===== config.mk =====
export PLATFORM = sky130hd
export DESIGN_NAME = mulDivHazardUnit
export DESIGN_NICKNAME = d
export VERILOG_FILES = /design/src/mulDivPkg.sv /design/src/mulDivIf.sv /design/src/mulDivHazardUnit.sv /design/src/resultFormat.sv /design/src/iterativeMulDiv.sv /design/src/hazardScoreboard.sv
export VERILOG_INCLUDE_DIRS = /design/src /design/src/src
export SDC_FILE = /design/constraint.sdc
export NUM_CORES = 1
export LEC_CHECK = 0
export ABC_AREA = 1
export BUFFER_PORTS_ARGS = -buffer_cell sky130_fd_sc_hd__buf_4
export CAP_MARGIN = 20
export CORE_MARGIN = 8
export CORE_UTILIZATION = 30
export CTS_BUF_LIST = sky130_fd_sc_hd__clkbuf_4 sky130_fd_sc_hd__clkbuf_8
export CTS_CLUSTER_SIZE = 25
export DETAILED_ROUTE_END_ITERATION = 7
export HOLD_SLACK_MARGIN = 0.02
export MAX_ROUTING_LAYER = met4
export REMOVE_ABC_BUFFERS = 1
export SYNTH_ARGS = -nofsm -noshare
export SYNTH_HDL_FRONTEND = slang
export SYNTH_HIERARCHICAL = 1
export SYNTH_SLANG_ARGS = --single-unit

===== constraint.sdc =====
create_clock -name clock -period 3.62 [get_ports clock]
set_input_delay 0.362 -clock clock [delete_from_list [all_inputs] [get_ports clock]]
set_output_delay 0.362 -clock clock [all_outputs]
set_load 0.02 [all_outputs]

===== src/mulDiv_consts.svh =====
`ifndef MULDIV_CONSTS_SVH
`define MULDIV_CONSTS_SVH

// Data word width
`define WORD_W 32

// Register file address width, 32 registers
`define REG_W 5

// One datapath iteration per quotient or multiplier bit
`define MULDIV_ITERS 32

// Accepting edge to resultRdy
// 1 issue stage + MULDIV_ITERS + 1 result stage
`define MULDIV_LATENCY 34

`endif

===== src/mulDivPkg.sv =====
`include "mulDiv_consts.svh"

package mulDivPkg;

	// Single data word
	typedef logic [`WORD_W-1:0] word_t;

	// Full product, or remainder and quotient packed together
	typedef logic [2*`WORD_W-1:0] dword_t;

	// Register index, entry 0 is the hardwired zero register
	typedef logic [`REG_W-1:0] regAddr_t;

	// Operation kind carried with an issued operation
	typedef enum logic {
		OP_MUL = 1'b0,
		OP_DIV = 1'b1
	} opKind_t;

endpackage


===== src/mulDivIf.sv =====
`timescale 1ns/1ps

interface mulDivIf
	import mulDivPkg::*;
();

	// Issue from scoreboard
	logic start;
	opKind_t kind;
	word_t a;
	word_t b;
	logic signA;
	logic signB;

	// Datapath completion
	logic done;
	dword_t magResult;
	logic divZero;

	// Result leaves the unit
	logic retire;

	modport scoreboard (
		output start,
		output kind,
		output a,
		output b,
		output signA,
		output signB,
		input done,
		input retire
	);

	modport datapath (
		input start,
		input kind,
		input a,
		input b,
		output done,
		output magResult,
		output divZero
	);

	modport result (
		input kind,
		input signA,
		input signB,
		input done,
		input magResult,
		input divZero,
		output retire
	);

endinterface


===== src/mulDivHazardUnit.sv =====
`timescale 1ns/1ps

module mulDivHazardUnit import mulDivPkg::*; (
	input logic clock,
	input logic rst,
	input logic ctrlMult,
	input logic ctrlDiv,
	input word_t operandA,
	input word_t operandB,
	input regAddr_t rdIn,
	input regAddr_t rs1,
	input regAddr_t rs2,
	input regAddr_t rd,
	output word_t result,
	output logic exception,
	output logic resultRdy,
	output logic stall
);

	mulDivIf bus ();

	// Issue, pending destination and decode stall
	hazardScoreboard scoreboard (
		.clock(clock),
		.rst(rst),
		.ctrlMult(ctrlMult),
		.ctrlDiv(ctrlDiv),
		.operandA(operandA),
		.operandB(operandB),
		.rdIn(rdIn),
		.rs1(rs1),
		.rs2(rs2),
		.rd(rd),
		.stall(stall),
		.bus(bus.scoreboard)
	);

	iterativeMulDiv datapath (
		.clock(clock),
		.rst(rst),
		.bus(bus.datapath)
	);

	// Sign fixup and exceptions
	resultFormat formatter (
		.clock(clock),
		.rst(rst),
		.bus(bus.result),
		.result(result),
		.exception(exception),
		.resultRdy(resultRdy)
	);

endmodule


===== src/resultFormat.sv =====
`timescale 1ns/1ps
`include "mulDiv_consts.svh"

module resultFormat import mulDivPkg::*; (
	input logic clock,
	input logic rst,
	mulDivIf.result bus,
	output word_t result,
	output logic exception,
	output logic resultRdy
);

	localparam int W = `WORD_W;

	logic negate;
	dword_t signedProduct;
	logic mulOverflow;
	word_t quotient;
	word_t signedQuotient;
	word_t resultNext;
	logic excNext;

	// Result is negative when exactly one operand was
	assign negate = bus.signA ^ bus.signB;

	assign signedProduct = negate ? -bus.magResult : bus.magResult;

	// Upper word must be a pure sign extension of the low word
	assign mulOverflow = signedProduct != {{W{signedProduct[W-1]}}, signedProduct[W-1:0]};

	// MIN / -1 wraps back to MIN here
	assign quotient = bus.magResult[W-1:0];
	assign signedQuotient = negate ? -quotient : quotient;

	always_comb begin
		if (bus.kind == OP_MUL) begin
			resultNext = signedProduct[W-1:0];
			excNext = mulOverflow;
		end else if (bus.divZero) begin
			resultNext = '0;
			excNext = 1'b1;
		end else begin
			resultNext = signedQuotient;
			excNext = 1'b0;
		end
	end

	always_ff @(posedge clock) begin
		if (rst) begin
			resultRdy <= 1'b0;
			exception <= 1'b0;
		end else begin
			resultRdy <= bus.done;
			exception <= bus.done & excNext;
		end
	end

	// Result word holds until the next completion
	always_ff @(posedge clock) begin
		if (bus.done) begin
			result <= resultNext;
		end
	end

	assign bus.retire = resultRdy;

endmodule


===== src/iterativeMulDiv.sv =====
`timescale 1ns/1ps
`include "mulDiv_consts.svh"

module iterativeMulDiv import mulDivPkg::*; (
	input logic clock,
	input logic rst,
	mulDivIf.datapath bus
);

	localparam int W = `WORD_W;
	localparam int CNT_W = $clog2(`MULDIV_ITERS);
	localparam logic [CNT_W-1:0] LAST_STEP = CNT_W'(`MULDIV_ITERS - 1);

	logic busy;
	logic [CNT_W-1:0] count;
	opKind_t kind;
	word_t operand;
	dword_t work;
	opKind_t stepKind;
	word_t stepOperand;
	dword_t stepIn;
	dword_t nextWork;

	// Shift-add, upper half accumulates, multiplier drains from the bottom
	function automatic dword_t mulStep(dword_t acc, word_t mcand);
		logic [W:0] sum;
		sum = {1'b0, acc[2*W-1:W]} + (acc[0] ? {1'b0, mcand} : '0);
		return {sum, acc[W-1:1]};
	endfunction

	// Restoring step, remainder on top and quotient bits shifted in below
	function automatic dword_t divStep(dword_t acc, word_t divisor);
		logic [W:0] shifted;
		logic [W:0] trial;
		shifted = acc[2*W-1:W-1];
		trial = shifted - {1'b0, divisor};
		if (trial[W]) begin
			return {shifted[W-1:0], acc[W-2:0], 1'b0};
		end
		return {trial[W-1:0], acc[W-2:0], 1'b1};
	endfunction

	// First iteration runs straight off the bus in the start cycle
	always_comb begin
		if (bus.start) begin
			stepKind = bus.kind;
			if (bus.kind == OP_MUL) begin
				stepOperand = bus.a;
				stepIn = {{W{1'b0}}, bus.b};
			end else begin
				stepOperand = bus.b;
				stepIn = {{W{1'b0}}, bus.a};
			end
		end else begin
			stepKind = kind;
			stepOperand = operand;
			stepIn = work;
		end
	end

	always_comb begin
		if (stepKind == OP_MUL) begin
			nextWork = mulStep(stepIn, stepOperand);
		end else begin
			nextWork = divStep(stepIn, stepOperand);
		end
	end

	// Iteration counter and done pulse
	always_ff @(posedge clock) begin
		if (rst) begin
			busy <= 1'b0;
			count <= '0;
			bus.done <= 1'b0;
		end else begin
			bus.done <= 1'b0;
			if (bus.start) begin
				busy <= 1'b1;
				count <= CNT_W'(1);
			end else if (busy) begin
				count <= count + 1'b1;
				if (count == LAST_STEP) begin
					busy <= 1'b0;
					bus.done <= 1'b1;
				end
			end
		end
	end

	always_ff @(posedge clock) begin
		if (bus.start) begin
			kind <= bus.kind;
			operand <= stepOperand;
			bus.divZero <= (bus.kind == OP_DIV) && (bus.b == '0);
		end
		if (bus.start | busy) begin
			work <= nextWork;
		end
	end

	// Product for multiply, quotient in the low word for divide
	assign bus.magResult = work;

endmodule


===== src/hazardScoreboard.sv =====
`timescale 1ns/1ps
`include "mulDiv_consts.svh"

module hazardScoreboard import mulDivPkg::*; (
	input logic clock,
	input logic rst,
	input logic ctrlMult,
	input logic ctrlDiv,
	input word_t operandA,
	input word_t operandB,
	input regAddr_t rdIn,
	input regAddr_t rs1,
	input regAddr_t rs2,
	input regAddr_t rd,
	output logic stall,
	mulDivIf.scoreboard bus
);

	localparam int W = `WORD_W;

	logic startReq;
	logic accept;
	logic pending;
	logic issued;
	regAddr_t pendingDest;
	opKind_t issueKind;
	word_t issueA;
	word_t issueB;
	logic destHit;
	logic dataHazard;
	logic busyHazard;

	assign startReq = ctrlMult | ctrlDiv;
	assign accept = startReq & ~pending;

	// Busy from the accepting edge until the datapath finishes
	always_ff @(posedge clock) begin
		if (rst) begin
			pending <= 1'b0;
			issued <= 1'b0;
		end else begin
			issued <= accept;
			if (accept) begin
				pending <= 1'b1;
			end else if (bus.done) begin
				pending <= 1'b0;
			end
		end
	end

	// Destination is held until the result retires
	always_ff @(posedge clock) begin
		if (rst) begin
			pendingDest <= '0;
		end else if (accept) begin
			pendingDest <= rdIn;
		end else if (bus.retire) begin
			pendingDest <= '0;
		end
	end

	// Multiply has priority when both requests are up
	always_ff @(posedge clock) begin
		if (accept) begin
			issueKind <= ctrlMult ? OP_MUL : OP_DIV;
			issueA <= operandA;
			issueB <= operandB;
		end
	end

	always_ff @(posedge clock) begin
		if (rst) begin
			bus.start <= 1'b0;
		end else begin
			bus.start <= issued;
		end
	end

	// Split operands into sign and magnitude for the datapath
	always_ff @(posedge clock) begin
		if (issued) begin
			bus.kind <= issueKind;
			bus.signA <= issueA[W-1];
			bus.signB <= issueB[W-1];
			bus.a <= issueA[W-1] ? -issueA : issueA;
			bus.b <= issueB[W-1] ? -issueB : issueB;
		end
	end

	assign destHit = (rs1 == pendingDest) | (rs2 == pendingDest) | (rd == pendingDest);

	// Writes to r0 are never a hazard
	assign dataHazard = pending & (pendingDest != '0) & destHit;
	assign busyHazard = pending & startReq;
	assign stall = dataHazard | busyHazard;

endmodule


==> summary.txt <==
Floorplanning
  • I/O pin cnt: 123
  • Die Y-Extent: about 280 um
  • Row cnt: 97
  • Core area: 70,030 um2
  • Die X: 281.8 um
  • Full die area: 79,390 um2
  • Initial Utilization: 30.26%

Route
  • Drt total wl: 72,580 um
  • Pre-Repair DR Iteration Count: 7
  • Via count: between 20,000 and 25,000
  • Routed Antenna Nets: 0
  • Vias per cell: 4.877
  • Initial DRC count: 2,180
  • DR WL/cell: 17.11 um
  • Drc violations: 0

Logic synthesis
  • Most frequent cell after synthesis: nand2_1
  • Syn avg cell area: 6.970 um2
  • Number of synthesized register bits: roughly 280
  • Async set or reset register ratio after synthesis: 0%
  • EDFF count, synth: 261
  • Ys flop type: edfxtp_1
  • Yosys warns: 6
  • Cell taking the most area after synthesis: edfxtp_1
  • Top cell type's share of synthesized area: between 30% and 40%
  • Cell area after synthesis: 21,190 um2
  • Commonest cells post-synth: 1,000 x nand2_1, 419 x inv_1, 367 x nor2_1
  • Seq/Total Area, Yosys: 38.69%
  • Unique masters post-synth: 50
  • Cells after Synth: 3,040
  • Top cells by area, synth: edfxtp_1 37%, nand2_1 18%, inv_1 7.4%

Finish
  • Fin nets: 3,423
  • Layout Utilization: between 30% and 40%
  • Non-Filler Cell Area, Final: 25,210 um2
  • Non-Filler Instances: about 4,200
  • Layout area overhead: 18.99%
  • Layout cells sized above 1: 10.78%
  • Antenna Cells: 0

Critical path
  • R2r endpoint: datapath/bus.magResult[54]
  • Crit Path Class: flip-flop to flip-flop
  • CP required: 4000 ps
  • R2R Setup Slk: ~170 ps
  • R2R cell count: 18
  • Element type at the critical path start: flip-flop
  • CP Launch Point: scoreboard/bus.kind
  • CP Max Fanout: 27
  • Setup crit end kind: flip-flop
  • Crit path capture: datapath/bus.magResult[54]
  • Reg-to-Reg Start: scoreboard/bus.kind
  • WP data arrival: between 3000 and 4000 ps

Global routing
  • Pin count of the biggest net entering global routing: around 70
  • First-pass GRT wire length: 110,300 um
  • Initial antenna violation count: 3
  • GRT overflow: 0
  • Gr usage total: 18.27%
  • Vias in the first global route: 19,441

Placement
  • Cell Area, Placed: 23,400 um2
  • Detail Placement HPWL: 57,680 um
  • Pre-CTS WS: between 20 and 25 ps
  • Port Buffers: 122
  • Cells after DPL: about 4,100
  • GPL Wtd Cong: 1.012

Timing
  • Setup ws final: 168.5 ps
  • Worst slew pin tran: 961.0 ps
  • Setup violations, final: 0
  • Final worst path period share: 95.35%
  • RSZ-0062 raised after global routing: false
  • Final Slew Violations: 0
  • Fmax: 0.2897 GHz
  • Tmin final: 3452 ps
  • Final hold vios: 0
  • Slew headroom: 35.26%
  • Worst clock skew: 26.25 ps

Pwr
  • Pleak: 0.01156 uW
  • PwrDens: 478.7 nW/um2
  • Overall power: 12,070 uW
  • Maximum vdd ir drop: about 0.36 mV

CTS
  • Clock transition at the registers of the reported paths: approximately 60 ps
  • Root Buffer: clkbuf_8
  • # clock sinks: 279
  • Clock H-tree levels: 2
  • CTS tree: done
  • Worst-skew pair later-pin latency: 630 ps
  • Max clock buf depth: 3
  • Num CTS Buffers: between 40 and 50

Flow run
  • Max cap viols: 0

Min path
  • Worst min-delay path category: primary input to flip-flop

Run status
  • Status: complete, no violations
-- worst max-delay path, stage by stage (launching register included) --
cell	delay [ps]
edfxtp_1	420
buf_12	190
buf_4	210
nand2_1	90
o211ai_1	80
o21ai_0	130
inv_1	180
ha_1	400
nand2_1	130
nor2_1	310
nand2_1	220
inv_1	120
nand3_1	170
nand4_1	150
nand2_1	150
nand2_1	110
nand2_1	50
nand2_1	50
nand2_1	50
-- worst min-delay path by stage --
stage	from	endpoint	slack [ps]	cells past startpoint
2_1_floorplan	scoreboard/issueKind	scoreboard/bus.kind	400	0
3_3_place_gp	datapath/count[4]	datapath/count[4]	460	2
3_5_place_dp	datapath/count[4]	datapath/count[4]	460	2
4_1_cts	ctrlDiv	scoreboard/issueA[25]	230	3
5_1_grt	ctrlDiv	scoreboard/issueA[25]	250	3
6_report	ctrlDiv	scoreboard/issueA[24]	280	3
-- layer usage --
metal	track usage (%)	routed length, um
met1	24.89	33200
met2	27.49	31230
met3	2.747	5505
met4	6.345	2652
met5	-	0
-- where the power goes --
group / internal, uW / switching (uW)
clock: 1740 / 1390
combinational: 1520 / 3060
sequential: 4010 / 348
total: 7270 / 4800
-- logic make-up after synthesis --
family	synth area share, %
AOI/OAI and AO/OA	10.62
xor gates and xnor gates	2.722
and+or+nand+nor	34.11
buffers and inverters	9.395
adders and majority gates	4.264
DFF	38.69
muxes	0.1890
-- placed cells by master (no fill, tap or decap), types with 5 or more instances in the layout --
master / instances
nand2_1: 1000
inv_1: 418
nor2_1: 367
edfxtp_1: 261
nand3_1: 188
o21ai_0: 178
buf_4: 165
a21oi_1: 104
dlygate4sd3_1: 71
ha_1: 69
o211ai_1: 54
clkbuf_8: 50
xor2_1: 44
nand4_1: 35
nor3_1: 30
nand2_2: 29
nand3b_1: 21
xnor2_1: 20
dfxtp_1: 15
nor2_2: 14
clkinv_1: 13
inv_2: 11
o21a_1: 10
clkbuf_4: 9
clkinv_2: 9
nand2_4: 8
or2_2: 8
buf_12: 8
o21ai_2: 7
o21ai_4: 6
o21bai_1: 6
a21o_1: 6
bufinv_16: 5
nand3_2: 5
and2_1: 5
o21ai_1: 5
nor2_4: 5
o31ai_1: 5
-- area by class of cell --
type                            instances  area, um2
Fill cell                            7416      44820
Multi-Input combinational cell       2258      11060
Sequential cell                       279       8204
Timing Repair Buffer                  246       2136
Inverter                              430       1617
Tap cell                              940       1176
Clock buffer                           59      755.7
Clock inverter                         29      260.3
-- registers in the layout, indices dropped and copies added (netlist names) --
signal / cells
datapath/bus.magResult: 64
datapath/operand: 32
formatter/result: 32
scoreboard/bus.a: 32
scoreboard/bus.b: 32
scoreboard/issueA: 32
scoreboard/issueB: 32
datapath/count: 5
scoreboard/pendingDest: 5
datapath/bus.divZero: 1
datapath/bus.done: 1
datapath/busy: 1
datapath/kind: 1
formatter/bus.retire: 1
formatter/exception: 1
scoreboard/bus.kind: 1
scoreboard/bus.signA: 1
scoreboard/bus.signB: 1
scoreboard/bus.start: 1
scoreboard/issueKind: 1
scoreboard/issued: 1
scoreboard/pending: 1
-- timing repair --
action | 4_1_cts | 5_1_grt
hold buffers | 71 | 0
hold endpoints to repair | 74 | 0
resized for setup | 0 | 11
buffers inserted | 0 | 2
endpoints found under the setup margin | 0 | 33
-- per-stage QoR --
stage,TNS (ps),hold slack (ps)
final,0,276.0
after global routing,0,252.6
after CTS,0,228.7
after detailed placement,0,463.5
after global placement,0,457.2
after floorplan,-403440,400.3
Power figures use the tool's default switching activity.
